`config.mk`:
```
export PLATFORM = sky130hd
export DESIGN_NAME = xbar_unmuxed
export DESIGN_NICKNAME = d
export VERILOG_FILES = /design/src/source/xbar_pkg.sv /design/src/source/addr_decoder.sv /design/src/source/chan_cut.sv /design/src/source/decerr_responder.sv /design/src/source/lane_cut.sv /design/src/source/lite_demux.sv /design/src/source/xbar_unmuxed.sv
export VERILOG_INCLUDE_DIRS = /design/src /design/src/include
export SDC_FILE = /design/constraint.sdc
export NUM_CORES = 2
export LEC_CHECK = 0
export BUFFER_PORTS_ARGS = -buffer_cell sky130_fd_sc_hd__buf_2
export CORE_AREA = 4 4 563 565
export CTS_CLUSTER_DIAMETER = 120
export DETAILED_ROUTE_END_ITERATION = 7
export DIE_AREA = 0 0 567 569
export PLACE_DENSITY_LB_ADDON = 0.08
export SLEW_MARGIN = 15
export SYNTH_ARGS = -nofsm -noshare
export SYNTH_HDL_FRONTEND = slang
export SYNTH_SLANG_ARGS = --single-unit
```
`constraint.sdc`:
```
create_clock -name clk_i -period 11.6 [get_ports clk_i]
set_input_delay 2.32 -clock clk_i [delete_from_list [all_inputs] [get_ports clk_i]]
set_output_delay 2.32 -clock clk_i [all_outputs]
set_load 0.05 [all_outputs]
```
`src/include/xbar_macros.svh`:
```
`ifndef XBAR_MACROS_SVH
`define XBAR_MACROS_SVH

// Port counts of the crossbar
`define XBAR_NO_SLV_PORTS 2
`define XBAR_NO_MST_PORTS 3

// Entries in the global address map
`define XBAR_NO_ADDR_RULES 4

// Bus widths
`define XBAR_ADDR_WIDTH 32
`define XBAR_DATA_WIDTH 32

// Register cuts on every connected lane
`define XBAR_PIPE_STAGES 1

// Outstanding transactions per direction and slave port
`define XBAR_MAX_TRANS 4

// One row per slave port, bit j set when master j is reachable
// Slave 1 has no path to master 2
`define XBAR_CONNECTIVITY 6'b011_111

`endif

```
`src/source/xbar_pkg.sv`:
```
`include "xbar_macros.svh"

package xbar_pkg;

  // Basic payload fields
  typedef logic [`XBAR_ADDR_WIDTH-1:0]   addr_t;
  typedef logic [`XBAR_DATA_WIDTH-1:0]   data_t;
  typedef logic [`XBAR_DATA_WIDTH/8-1:0] strb_t;
  typedef logic [1:0]                    resp_t;

  // Response codes
  localparam resp_t RESP_OKAY   = 2'b00;
  localparam resp_t RESP_DECERR = 2'b11;

  // Master port index, and index plus the error target
  typedef logic [1:0] mst_idx_t;
  typedef logic [1:0] sel_t;

  // Lane that feeds the decode-error responder
  localparam sel_t SEL_DECERR = sel_t'(`XBAR_NO_MST_PORTS);

  // AXI4-Lite channels
  typedef struct packed {
    addr_t addr;
  } aw_chan_t;

  typedef struct packed {
    data_t data;
    strb_t strb;
  } w_chan_t;

  typedef struct packed {
    resp_t resp;
  } b_chan_t;

  typedef struct packed {
    addr_t addr;
  } ar_chan_t;

  typedef struct packed {
    data_t data;
    resp_t resp;
  } r_chan_t;

  // Request bundle, manager to subordinate
  typedef struct packed {
    aw_chan_t aw;
    logic     aw_valid;
    w_chan_t  w;
    logic     w_valid;
    logic     b_ready;
    ar_chan_t ar;
    logic     ar_valid;
    logic     r_ready;
  } lite_req_t;

  // Response bundle, subordinate to manager
  typedef struct packed {
    logic     aw_ready;
    logic     w_ready;
    b_chan_t  b;
    logic     b_valid;
    logic     ar_ready;
    r_chan_t  r;
    logic     r_valid;
  } lite_rsp_t;

  // Address rule, matches start_addr <= addr < end_addr
  typedef struct packed {
    mst_idx_t idx;
    addr_t    start_addr;
    addr_t    end_addr;
  } rule_t;

endpackage

```
`src/source/addr_decoder.sv`:
```
`timescale 1ns/1ps
`include "xbar_macros.svh"

module addr_decoder (
  input  xbar_pkg::addr_t                          addr_i,
  input  xbar_pkg::rule_t [`XBAR_NO_ADDR_RULES-1:0] addr_map_i,
  input  logic                                     en_default_i,
  input  xbar_pkg::mst_idx_t                       default_idx_i,
  output xbar_pkg::sel_t                           sel_o
);

  import xbar_pkg::*;

  // Set once a rule has claimed the address
  logic hit;

  always_comb begin
    hit = 1'b0;
    // Fallback when nothing matches
    if (en_default_i) begin
      sel_o = sel_t'(default_idx_i);
    end else begin
      sel_o = SEL_DECERR;
    end

    // Lowest rule number wins on overlap
    for (int unsigned r = 0; r < `XBAR_NO_ADDR_RULES; r++) begin
      if (!hit &&
          (addr_i >= addr_map_i[r].start_addr) &&
          (addr_i <  addr_map_i[r].end_addr)) begin
        hit   = 1'b1;
        // A rule pointing at index 3 lands on the error lane as well
        sel_o = sel_t'(addr_map_i[r].idx);
      end
    end
  end

endmodule

```
`src/source/chan_cut.sv`:
```
`timescale 1ns/1ps
`include "xbar_macros.svh"

module chan_cut #(
  parameter type payload_t = logic
) (
  input  logic     clk_i,
  input  logic     arst_n_i,
  input  logic     valid_i,
  output logic     ready_o,
  input  payload_t data_i,
  output logic     valid_o,
  input  logic     ready_i,
  output payload_t data_o
);

  localparam int unsigned Stages = `XBAR_PIPE_STAGES;

  // Stage s sits between node s and node s+1
  logic     valid [Stages+1];
  logic     ready [Stages+1];
  payload_t data  [Stages+1];

  assign valid[0]      = valid_i;
  assign ready_o       = ready[0];
  assign data[0]       = data_i;
  assign valid_o       = valid[Stages];
  assign ready[Stages] = ready_i;
  assign data_o        = data[Stages];

  for (genvar s = 0; s < Stages; s++) begin : gen_stage
    // Output register and the skid entry behind it
    logic     main_valid_q;
    logic     skid_valid_q;
    payload_t main_q;
    payload_t skid_q;
    logic     main_load;

    // Output register free or drained this cycle
    assign main_load = ~main_valid_q | ready[s+1];

    // Ready is registered, low only with both entries full
    assign ready[s]   = ~skid_valid_q;
    assign valid[s+1] = main_valid_q;
    assign data[s+1]  = main_q;

    always_ff @(posedge clk_i or negedge arst_n_i) begin
      if (!arst_n_i) begin
        main_valid_q <= 1'b0;
        skid_valid_q <= 1'b0;
      end else if (main_load) begin
        // Skid entry goes first, the input waits
        main_valid_q <= skid_valid_q | valid[s];
        skid_valid_q <= 1'b0;
      end else if (valid[s] && !skid_valid_q) begin
        // Output stalled, park the new beat
        skid_valid_q <= 1'b1;
      end
    end

    always_ff @(posedge clk_i) begin
      if (main_load) begin
        main_q <= skid_valid_q ? skid_q : data[s];
      end
      if (!main_load && !skid_valid_q) begin
        skid_q <= data[s];
      end
    end
  end

endmodule

```
`src/source/decerr_responder.sv`:
```
`timescale 1ns/1ps

module decerr_responder (
  input  logic                clk_i,
  input  logic                arst_n_i,
  input  xbar_pkg::lite_req_t req_i,
  output xbar_pkg::lite_rsp_t rsp_o
);

  import xbar_pkg::*;

  // One pending response per direction
  logic b_pend_q;
  logic r_pend_q;

  logic w_take;
  logic r_take;

  // AW and W arrive together from the demux
  assign w_take = req_i.aw_valid & req_i.w_valid & ~b_pend_q;
  assign r_take = req_i.ar_valid & ~r_pend_q;

  always_ff @(posedge clk_i or negedge arst_n_i) begin
    if (!arst_n_i) begin
      b_pend_q <= 1'b0;
      r_pend_q <= 1'b0;
    end else begin
      if (w_take) begin
        b_pend_q <= 1'b1;
      end else if (req_i.b_ready) begin
        b_pend_q <= 1'b0;
      end

      if (r_take) begin
        r_pend_q <= 1'b1;
      end else if (req_i.r_ready) begin
        r_pend_q <= 1'b0;
      end
    end
  end

  always_comb begin
    rsp_o = '0;
    // Ready only while nothing waits, independent of valid
    rsp_o.aw_ready = ~b_pend_q;
    rsp_o.w_ready  = ~b_pend_q;
    rsp_o.ar_ready = ~r_pend_q;

    rsp_o.b.resp   = RESP_DECERR;
    rsp_o.b_valid  = b_pend_q;

    // Read data is zero
    rsp_o.r.data   = '0;
    rsp_o.r.resp   = RESP_DECERR;
    rsp_o.r_valid  = r_pend_q;
  end

endmodule

```
`src/source/lane_cut.sv`:
```
`timescale 1ns/1ps

module lane_cut (
  input  logic                clk_i,
  input  logic                arst_n_i,
  input  xbar_pkg::lite_req_t slv_req_i,
  output xbar_pkg::lite_rsp_t slv_rsp_o,
  output xbar_pkg::lite_req_t mst_req_o,
  input  xbar_pkg::lite_rsp_t mst_rsp_i
);

  import xbar_pkg::*;

  // Write address, forward
  chan_cut #(.payload_t(aw_chan_t)) i_aw_cut (
    .clk_i, .arst_n_i,
    .valid_i (slv_req_i.aw_valid), .ready_o (slv_rsp_o.aw_ready), .data_i (slv_req_i.aw),
    .valid_o (mst_req_o.aw_valid), .ready_i (mst_rsp_i.aw_ready), .data_o (mst_req_o.aw)
  );

  // Write data, forward
  chan_cut #(.payload_t(w_chan_t)) i_w_cut (
    .clk_i, .arst_n_i,
    .valid_i (slv_req_i.w_valid), .ready_o (slv_rsp_o.w_ready), .data_i (slv_req_i.w),
    .valid_o (mst_req_o.w_valid), .ready_i (mst_rsp_i.w_ready), .data_o (mst_req_o.w)
  );

  // Write response, backward
  chan_cut #(.payload_t(b_chan_t)) i_b_cut (
    .clk_i, .arst_n_i,
    .valid_i (mst_rsp_i.b_valid), .ready_o (mst_req_o.b_ready), .data_i (mst_rsp_i.b),
    .valid_o (slv_rsp_o.b_valid), .ready_i (slv_req_i.b_ready), .data_o (slv_rsp_o.b)
  );

  // Read address, forward
  chan_cut #(.payload_t(ar_chan_t)) i_ar_cut (
    .clk_i, .arst_n_i,
    .valid_i (slv_req_i.ar_valid), .ready_o (slv_rsp_o.ar_ready), .data_i (slv_req_i.ar),
    .valid_o (mst_req_o.ar_valid), .ready_i (mst_rsp_i.ar_ready), .data_o (mst_req_o.ar)
  );

  // Read data, backward
  chan_cut #(.payload_t(r_chan_t)) i_r_cut (
    .clk_i, .arst_n_i,
    .valid_i (mst_rsp_i.r_valid), .ready_o (mst_req_o.r_ready), .data_i (mst_rsp_i.r),
    .valid_o (slv_rsp_o.r_valid), .ready_i (slv_req_i.r_ready), .data_o (slv_rsp_o.r)
  );

endmodule

```
`src/source/lite_demux.sv`:
```
`timescale 1ns/1ps
`include "xbar_macros.svh"

module lite_demux (
  input  logic                                        clk_i,
  input  logic                                        arst_n_i,
  input  xbar_pkg::lite_req_t                         slv_req_i,
  output xbar_pkg::lite_rsp_t                         slv_rsp_o,
  input  xbar_pkg::sel_t                              aw_sel_i,
  input  xbar_pkg::sel_t                              ar_sel_i,
  output xbar_pkg::lite_req_t [`XBAR_NO_MST_PORTS:0]  lane_req_o,
  input  xbar_pkg::lite_rsp_t [`XBAR_NO_MST_PORTS:0]  lane_rsp_i
);

  import xbar_pkg::*;

  // Master lanes plus the error lane
  localparam int unsigned NoLanes  = `XBAR_NO_MST_PORTS + 1;
  localparam int unsigned CntWidth = $clog2(`XBAR_MAX_TRANS + 1);

  typedef logic [CntWidth-1:0] cnt_t;

  localparam cnt_t MaxCnt = cnt_t'(`XBAR_MAX_TRANS);

  // Lane of the transactions in flight, per direction
  sel_t w_tgt_q;
  sel_t r_tgt_q;
  cnt_t w_cnt_q;
  cnt_t r_cnt_q;

  logic w_free;
  logic r_free;
  logic w_go;
  logic r_go;
  logic aw_hs;
  logic b_hs;
  logic ar_hs;
  logic r_hs;

  // Idle, or same target with room left
  assign w_free = (w_cnt_q == '0) || ((aw_sel_i == w_tgt_q) && (w_cnt_q != MaxCnt));
  assign r_free = (r_cnt_q == '0) || ((ar_sel_i == r_tgt_q) && (r_cnt_q != MaxCnt));

  // Write only moves with AW and W together
  assign w_go = w_free && slv_req_i.aw_valid && slv_req_i.w_valid;
  assign r_go = r_free && slv_req_i.ar_valid;

  always_comb begin
    lane_req_o = '0;
    slv_rsp_o  = '0;

    // Payloads fan out to every lane, valid picks the one that counts
    for (int unsigned l = 0; l < NoLanes; l++) begin
      lane_req_o[l].aw = slv_req_i.aw;
      lane_req_o[l].w  = slv_req_i.w;
      lane_req_o[l].ar = slv_req_i.ar;
    end

    // Each valid waits on the sibling ready so AW and W leave in the same cycle
    // Lane readies never look at valid, so this has no loop
    lane_req_o[aw_sel_i].aw_valid = w_go & lane_rsp_i[aw_sel_i].w_ready;
    lane_req_o[aw_sel_i].w_valid  = w_go & lane_rsp_i[aw_sel_i].aw_ready;
    lane_req_o[ar_sel_i].ar_valid = r_go;

    slv_rsp_o.aw_ready = w_go & lane_rsp_i[aw_sel_i].aw_ready & lane_rsp_i[aw_sel_i].w_ready;
    slv_rsp_o.w_ready  = w_go & lane_rsp_i[aw_sel_i].aw_ready & lane_rsp_i[aw_sel_i].w_ready;
    slv_rsp_o.ar_ready = r_go & lane_rsp_i[ar_sel_i].ar_ready;

    // Responses only from the held target
    lane_req_o[w_tgt_q].b_ready = slv_req_i.b_ready & (w_cnt_q != '0);
    lane_req_o[r_tgt_q].r_ready = slv_req_i.r_ready & (r_cnt_q != '0);

    slv_rsp_o.b       = lane_rsp_i[w_tgt_q].b;
    slv_rsp_o.b_valid = lane_rsp_i[w_tgt_q].b_valid & (w_cnt_q != '0);
    slv_rsp_o.r       = lane_rsp_i[r_tgt_q].r;
    slv_rsp_o.r_valid = lane_rsp_i[r_tgt_q].r_valid & (r_cnt_q != '0);
  end

  // Handshakes seen at the slave port
  assign aw_hs = slv_rsp_o.aw_ready;
  assign ar_hs = slv_rsp_o.ar_ready;
  assign b_hs  = slv_rsp_o.b_valid & slv_req_i.b_ready;
  assign r_hs  = slv_rsp_o.r_valid & slv_req_i.r_ready;

  always_ff @(posedge clk_i or negedge arst_n_i) begin
    if (!arst_n_i) begin
      w_tgt_q <= '0;
      r_tgt_q <= '0;
      w_cnt_q <= '0;
      r_cnt_q <= '0;
    end else begin
      if (aw_hs) begin
        w_tgt_q <= aw_sel_i;
      end
      if (ar_hs) begin
        r_tgt_q <= ar_sel_i;
      end

      // Outstanding writes
      case ({aw_hs, b_hs})
        2'b10:   w_cnt_q <= w_cnt_q + cnt_t'(1);
        2'b01:   w_cnt_q <= w_cnt_q - cnt_t'(1);
        default: w_cnt_q <= w_cnt_q;
      endcase

      // Outstanding reads
      case ({ar_hs, r_hs})
        2'b10:   r_cnt_q <= r_cnt_q + cnt_t'(1);
        2'b01:   r_cnt_q <= r_cnt_q - cnt_t'(1);
        default: r_cnt_q <= r_cnt_q;
      endcase
    end
  end

endmodule

```
`src/source/xbar_unmuxed.sv`:
```
`timescale 1ns/1ps
`include "xbar_macros.svh"

module xbar_unmuxed #(
  parameter bit [`XBAR_NO_SLV_PORTS-1:0][`XBAR_NO_MST_PORTS-1:0] Connectivity =
      `XBAR_CONNECTIVITY
) (
  input  logic                                                   clk_i,
  input  logic                                                   arst_n_i,
  input  xbar_pkg::lite_req_t [`XBAR_NO_SLV_PORTS-1:0]            slv_req_i,
  output xbar_pkg::lite_rsp_t [`XBAR_NO_SLV_PORTS-1:0]            slv_rsp_o,
  output xbar_pkg::lite_req_t [`XBAR_NO_MST_PORTS-1:0][`XBAR_NO_SLV_PORTS-1:0] mst_req_o,
  input  xbar_pkg::lite_rsp_t [`XBAR_NO_MST_PORTS-1:0][`XBAR_NO_SLV_PORTS-1:0] mst_rsp_i,
  input  xbar_pkg::rule_t     [`XBAR_NO_ADDR_RULES-1:0]           addr_map_i,
  input  logic                [`XBAR_NO_SLV_PORTS-1:0]            en_default_mst_i,
  input  xbar_pkg::mst_idx_t  [`XBAR_NO_SLV_PORTS-1:0]            default_mst_i
);

  import xbar_pkg::*;

  localparam int unsigned NoSlv = `XBAR_NO_SLV_PORTS;
  localparam int unsigned NoMst = `XBAR_NO_MST_PORTS;

  // Demux lanes, last index is the error lane
  lite_req_t [NoSlv-1:0][NoMst:0] lane_req;
  lite_rsp_t [NoSlv-1:0][NoMst:0] lane_rsp;

  for (genvar i = 0; i < NoSlv; i++) begin : gen_slv_port
    sel_t aw_sel;
    sel_t ar_sel;

    // Separate decoders, AW and AR may target different ports
    addr_decoder i_aw_dec (
      .addr_i        (slv_req_i[i].aw.addr),
      .addr_map_i    (addr_map_i),
      .en_default_i  (en_default_mst_i[i]),
      .default_idx_i (default_mst_i[i]),
      .sel_o         (aw_sel)
    );

    addr_decoder i_ar_dec (
      .addr_i        (slv_req_i[i].ar.addr),
      .addr_map_i    (addr_map_i),
      .en_default_i  (en_default_mst_i[i]),
      .default_idx_i (default_mst_i[i]),
      .sel_o         (ar_sel)
    );

    lite_demux i_demux (
      .clk_i      (clk_i),
      .arst_n_i   (arst_n_i),
      .slv_req_i  (slv_req_i[i]),
      .slv_rsp_o  (slv_rsp_o[i]),
      .aw_sel_i   (aw_sel),
      .ar_sel_i   (ar_sel),
      .lane_req_o (lane_req[i]),
      .lane_rsp_i (lane_rsp[i])
    );

    // Unmapped addresses end here
    decerr_responder i_decerr (
      .clk_i    (clk_i),
      .arst_n_i (arst_n_i),
      .req_i    (lane_req[i][NoMst]),
      .rsp_o    (lane_rsp[i][NoMst])
    );
  end

  // Lane matrix, master j sees one lane per slave i
  for (genvar i = 0; i < NoSlv; i++) begin : gen_cross_slv
    for (genvar j = 0; j < NoMst; j++) begin : gen_cross_mst
      if (Connectivity[i][j]) begin : gen_connected
        lane_cut i_lane_cut (
          .clk_i     (clk_i),
          .arst_n_i  (arst_n_i),
          .slv_req_i (lane_req[i][j]),
          .slv_rsp_o (lane_rsp[i][j]),
          .mst_req_o (mst_req_o[j][i]),
          .mst_rsp_i (mst_rsp_i[j][i])
        );
      end else begin : gen_disconnected
        // No path, master side stays idle
        assign mst_req_o[j][i] = '0;

        // Local answer so the slave is not left hanging
        decerr_responder i_decerr (
          .clk_i    (clk_i),
          .arst_n_i (arst_n_i),
          .req_i    (lane_req[i][j]),
          .rsp_o    (lane_rsp[i][j])
        );
      end
    end
  end

endmodule

```
Yosys cells after proc, flatten, opt, wreduce, memory -nomap -nowiden --
Cells that the tools add are included. Widths: inputs -> output; s select.
Word-level totals: input bits 728, output and inout bits 712, logic and storage cells 713, flip-flop bits (word level) 1436
Operators by class: bitwise operators 135, reduce and logical (&&, ||, !) cells 205, $lt $le $gt $ge 48, mux-type cells 167, equality and inequality tests 16, add/subtract/negate cells 8
Operators with widths (count):
- $bwmux 420 | 10
- $demux 105 s2 | 10
- $bmux 41 s2 | 8
- $ge 32x32->1 | 16
- $lt 32x32->1 | 16
- $mux 36 | 9
- $mux 32 | 10
- $mux 34 | 5
- $mux 73 | 2
- $mux 35 | 4
- $logic_and 1x1->1 | 96
- $mux 41 | 2
- $mux 39 | 2
- $mux 1 | 76
- $reduce_bool 2->1 | 35
- $logic_not 1->1 | 62
- $not 1->1 | 56
- $mux 2 | 25
- $or 1x1->1 | 50
- $and 1x1->1 | 29
- $lt 2x3->1 const B | 8
- $pmux 3 s2 | 4
- $ge 2x1->1 const B | 8
- $add 3x1->3 const B | 4
- other kinds (8) | 32

Depth between registers and ports, before layout --
depth after elaboration 29, mapped depth 21, gate-level depth less buffers 20

Hierarchy --
From an unflattened synthesis, not the netlist that was laid out.
Unflattened totals: cell total of the unflattened synthesis 7315, area, all modules 90609.4 um2
Modules (own cells, without submodules):
- chan_cut (gen_cross_slv[0].gen_cross_mst[0].gen_connected.i_lane_cut.i_ar_cut ...) | sequential area each 1971.9 um2, area each 2524.9 um2, instances 10, cells an instance 108
- addr_decoder (gen_slv_port[0].i_ar_dec ...) | sequential area each 0.0 um2, area each 6477.5 um2, instances 3, cells an instance 917
- chan_cut (gen_cross_slv[0].gen_cross_mst[0].gen_connected.i_lane_cut.i_w_cut ...) | sequential area each 2212.1 um2, area each 2706.3 um2, instances 5, cells an instance 120
- chan_cut (gen_cross_slv[0].gen_cross_mst[0].gen_connected.i_lane_cut.i_r_cut ...) | sequential area each 2092.0 um2, area each 2667.6 um2, instances 5, cells an instance 114
- addr_decoder (gen_slv_port[1].i_ar_dec) | sequential area each 0.0 um2, area each 6401.1 um2, instances 1, cells an instance 898
- lite_demux (gen_slv_port[1].i_demux) | sequential area each 250.2 um2, area each 4812.1 um2, instances 1, cells an instance 548
- lite_demux (gen_slv_port[0].i_demux) | sequential area each 250.2 um2, area each 4797.1 um2, instances 1, cells an instance 545
- decerr_responder | sequential area each 50.0 um2, area each 389.1 um2, instances 3, cells an instance 49
- chan_cut (gen_cross_slv[0].gen_cross_mst[0].gen_connected.i_lane_cut.i_b_cut ...) | sequential area each 170.2 um2, area each 217.7 um2, instances 5, cells an instance 14
- xbar_unmuxed | sequential area each 0.0 um2, area each 792.0 um2, instances 1, cells an instance 106

Worst setup path after synthesis --
No wires, ideal clock.
kind input -> output, start point in addr_map_i[30] in the netlist's numbering, end point out slv_rsp_o[76] in the netlist's numbering, arrival time 5693 ps, data required time 9280 ps, cell stages on the path 13, path buffers 1, path slack 3587 ps, cells stage by stage inv_1 -> ha_1 -> nand3_2 -> or4_4 -> or3_4 -> o2111a_1 -> a21oi_1 -> nand2_2 -> o22ai_4 -> mux2_1 -> a22o_1 -> a221oi_4 -> buf_4
Between the ends: longest elaborated chain between the ends 20, elaborated cells on any way between the ends 25, classes of those cells order compare: 1; eq/ne: 1; mux: 9; bitwise: 1; reduce/logical: 13
RTL lines:
- from (decl) | line xbar_unmuxed.sv:14 | input xbar_pkg::rule_t [`XBAR_NO_ADDR_RULES-1:0] addr_map_i,
- $lt 32x32->1 * | line addr_decoder.sv:30 | (addr_i < addr_map_i[r].end_addr)) begin
- $logic_and 1x1->1 * | line addr_decoder.sv:29 | (addr_i >= addr_map_i[r].start_addr) &&
- $mux 1 | line addr_decoder.sv:28 | if (!hit &&
- $logic_not 1->1 | line addr_decoder.sv:28
- $logic_and 1x1->1 | line addr_decoder.sv:28
- $logic_and 1x1->1 | line addr_decoder.sv:29
- $mux 1 | line addr_decoder.sv:28
- $logic_not 1->1 | line addr_decoder.sv:28
- [... 4 more ...]
- $logic_and 1x1->1 | line addr_decoder.sv:28
- $logic_and 1x1->1 | line addr_decoder.sv:29
- $mux 2 * | line addr_decoder.sv:28
- $eq 2x2->1 | line lite_demux.sv:42 | assign r_free = (r_cnt_q == '0) || ((ar_sel_i == r_tgt_q) && (r_cnt_q != MaxCnt));
- $logic_and 1x1->1 | line lite_demux.sv:42
- $logic_or 1x1->1 | line lite_demux.sv:42
- $logic_and 1x1->1 | line lite_demux.sv:46 | assign r_go = r_free && slv_req_i.ar_valid;
- $and 1x1->1 * | line lite_demux.sv:67 | slv_rsp_o.ar_ready = r_go & lane_rsp_i[ar_sel_i].ar_ready;
- to (decl) | line xbar_unmuxed.sv:11 | output xbar_pkg::lite_rsp_t [`XBAR_NO_SLV_PORTS-1:0] slv_rsp_o,
Mark *: on every way between the ends. The rest lies on a longest branch, timed or not. The select of a mux whose other input is x is not followed.

==> flow_summary.ini <==
[outcome]
status = complete, no violations

[route]
antenna_left = 0
via_count = 55570
viasPerCell = 4.81
drtIter0Drc = 3664
dr.pass1.iters = 5
wl_per_cell_microns = 31.5
drc_errors = 0
routed_wl_mm = 364

[finish]
postLayoutCellArea_sq_mm = 0.0957
n_fill_cell = 31769
area_growth_pct = 22.5
multi_input_area_sq_mm = 0.0334
drive_gt1_share_pct = 33.2
regArea_sq_mm = 0.0428
final_nets = 8945

[clock_network]
cts_tree = built
cts-htree-levels = 4
cts_sinks = 1436
post-cts-setup-buffers = 0
clockBufferDepth = 4
numCtsBuffers = 176
cts.root.buffer_cell = clkbuf_16
ctsResizeCount = 0
hold_buffers = 0
cts.reportedPaths.clkPinSlew_ns = 0.05
clk_latency_ns = 0.85

[floorplan]
num_io_pins = 1440
fp.dieW_microns = 567
start_util_pct = 25.1
die_area_sq_mm = 0.323
fp.dieH_microns = 569
core_area_sq_mm = 0.311
rows = 205

[timing]
tightestPinTransition_ns = 1.12
relSlewSlack_pct = 25.2
fmax_ghz = 0.0959
min_period_ns = 10.43
setup_viol = 0
grt_setup_unrepaired = no
report.final.slew_viol_count = 0
setup_tns_ns = 0
hold_violations = 0
fin_ws_ns = 1.17
post-route-period-util_pct = 89.9
finClkSkew_ns = 0.0932

[place]
gp_congestion = 0.874
portBuffers = 1293
place_area_sq_mm = 0.0900
pre_cts_slack_ns = 1.14
dp_hpwl_mm = 284

[synthesis]
yosys.area_share.simple_pct = 5.70
synth-main-ff-cell = edfxtp_1
yosys.area_share.adder_pct = 16.3
synth_top_family_by_area = adder cells
synth_edf_count = 1360
ys_async_sr_fraction_pct = 5.29
synth.yosys.seq_area_share_pct = 54.7
synth_mux_area_share_pct = 10.9
synth_area_sq_mm = 0.0781
synth_xor_area_share_pct = 0.224
netlist_instances = 5741
avgSynthCellArea_sq_um = 13.6
ys_ff_latch = 1436
ys_warn_count = 0
synth_compound_area_share_pct = 8.74
synthDistinctLibCells = 93

[critical_path]
end_kind = output pin
cp_max_fo = 12
arrival_ns = 8.11
required_ns = 9.28
cp_cell_sequence = buf_2, inv_1, buf_4, ha_1, nand2b_1, a211oi_1, nor3b_1, o2111ai_1, a31oi_1, o211ai_1, nor4b_2, a211oi_1, a311oi_2, mux2_2, mux2i_1, and2_1, buf_2
rrSetupSlack_ns = 8.47
crit_type = primary input to output pin
critPathBufInv = 4
startpoint_type = primary input
crit_family = compound AO/OA/AOI/OAI gates
slowest_delay_ns = 0.93
slowest_stage = a311oi_2

[global_route]
grt_pass1_vias = 56977
grt_max_degree = 44
grt-ovfl-total = 0
antenna_found_initial = 231
gr-usage-all-layers_pct = 21.7
grt_pass1_wl_mm = 487

[power]
power_density_mw_per_mm2 = 183
power_leakage_nw = 40.0
ir_worst_vdd_mv = 0.152

[min_path]
min_path_type = flip-flop to flip-flop

[job]
drv_cap = 0
[metal layers]
metal  global-route usage (%)  vias up  part of all wire [%]
met5                        0        -                  0.21
met4                     7.31      122                   3.8
met3                     6.32      570                   7.2
met2                     36.0     1869                    47
met1                     27.0    27924                    42
li1                         -    25085                     -
[kinds of logic (layout without fill, tap and decap cells)]
kind of cell,count (synthesis),after routing
AND/OR/NAND/NOR,893,893
buffers and inverters,566,2063
flip-flops,1436,1436
other,1,176
AO/OA/AOI/OAI,1047,1047
adder cells (fa/ha/maj),1016,1016
multiplexers,762,762
XOR/XNOR,20,20
[layout make-up]
| cell class | count | share of cell area, % |
|---|---|---|
| well taps | 4140 | 5.41 |
| flip-flops and latches | 1436 | 44.7 |
| clock inverters | 93 | 0.885 |
| multi-input cells | 3843 | 34.9 |
| inverters | 319 | 1.25 |
| diodes | 71 | 0.186 |
| clock buffers | 226 | 4.88 |
| repair buffers | 1425 | 7.80 |
[path summary, 6_finish.rpt]
check,start,to,cells past startpoint
setup / recovery,slv_req_i[73],slv_rsp_o[39],17
setup reg to reg,gen_slv_port[0].i_demux.w_tgt_q[0],gen_slv_port[0].i_demux.w_cnt_q[1],9
hold / removal,gen_slv_port[0].i_demux.w_cnt_q[2],gen_slv_port[0].i_demux.w_cnt_q[2],1
hold reg to reg,gen_slv_port[0].i_demux.w_cnt_q[2],gen_slv_port[0].i_demux.w_cnt_q[2],1
max in group asynchronous,arst_n_i,async pin,2
min in group asynchronous,arst_n_i,async pin,1
[cell usage in the layout (no fill, tap or decap), types with 13 or more instances in the layout]
cell / n
inv_1: 319
a211o_1: 13
mux2i_1: 80
mux2_2: 677
nor4_1: 17
and4_1: 27
edfxtp_1: 1360
dfrtp_2: 21
clkbuf_1: 46
buf_4: 133
a211oi_1: 66
nand3_1: 47
nor2_1: 208
o211ai_1: 28
nor2b_1: 34
dfrtp_1: 55
o21ai_0: 211
bufinv_16: 13
a21oi_1: 315
ha_1: 1012
a21o_1: 204
nand2b_1: 36
a221oi_1: 17
conb_1: 105
clkbuf_16: 179
nor3_1: 41
clkinv_1: 33
nor2_4: 20
buf_2: 1292
o31ai_1: 17
diode_2: 71
nand2_1: 238
o2111ai_1: 16
a31oi_1: 18
nand2b_2: 13
clkinv_2: 28
o21a_1: 26
nand4_1: 144
[per-stage QoR]
stage / cells / util [%] / hold slack (ns) / total power [W]
after floorplan: 5845 / - / 0.434 / 0.0103
after global placement: 11163 / 28.9 / 0.452 / 0.0123
after detailed placement: 11163 / 28.9 / 0.452 / 0.0124
after CTS: 11482 / 30.7 / 0.464 / 0.0179
after global routing: 11508 / 30.7 / 0.488 / 0.0184
final: 11553 / 30.7 / 0.459 / 0.0175
[cell usage after synthesis (6+ instances only)]
cell | instances | area share [%]
a2111oi_0 | 12 | 0.13
a211o_1 | 13 | 0.15
a211oi_1 | 66 | 0.63
a21o_1 | 204 | 2.0
a21oi_1 | 315 | 2.0
a221o_1 | 9 | 0.12
a221oi_1 | 17 | 0.19
a22oi_1 | 6 | 0.058
a31oi_1 | 18 | 0.14
a41oi_1 | 9 | 0.10
and2_1 | 10 | 0.080
and3_1 | 12 | 0.096
and4_1 | 27 | 0.30
buf_1 | 34 | 0.16
buf_4 | 136 | 1.3
clkbuf_1 | 74 | 0.36
dfrtp_1 | 76 | 2.4
edfxtp_1 | 1360 | 52
ha_1 | 1012 | 16
inv_1 | 319 | 1.5
mux2_2 | 677 | 9.8
mux2i_1 | 80 | 1.0
nand2_1 | 238 | 1.1
nand2b_1 | 51 | 0.41
nand3_1 | 47 | 0.30
nand4_1 | 144 | 1.2
nor2_1 | 228 | 1.1
nor2b_1 | 35 | 0.28
nor3_1 | 41 | 0.26
nor4_1 | 17 | 0.14
o2111ai_1 | 16 | 0.18
o211ai_1 | 28 | 0.27
o21a_1 | 26 | 0.25
o21ai_0 | 213 | 1.4
o31ai_1 | 20 | 0.19
or3_1 | 11 | 0.088
or4_1 | 8 | 0.077
xnor2_1 | 9 | 0.10
xor2_1 | 11 | 0.12
[where the power goes]
part           switching [W]  internal [W]
sequential          0.000256       0.00660
combinational        0.00385       0.00144
clock                0.00228       0.00313
total                0.00638        0.0112
Note: power is estimated with default switching activity, not from simulation.
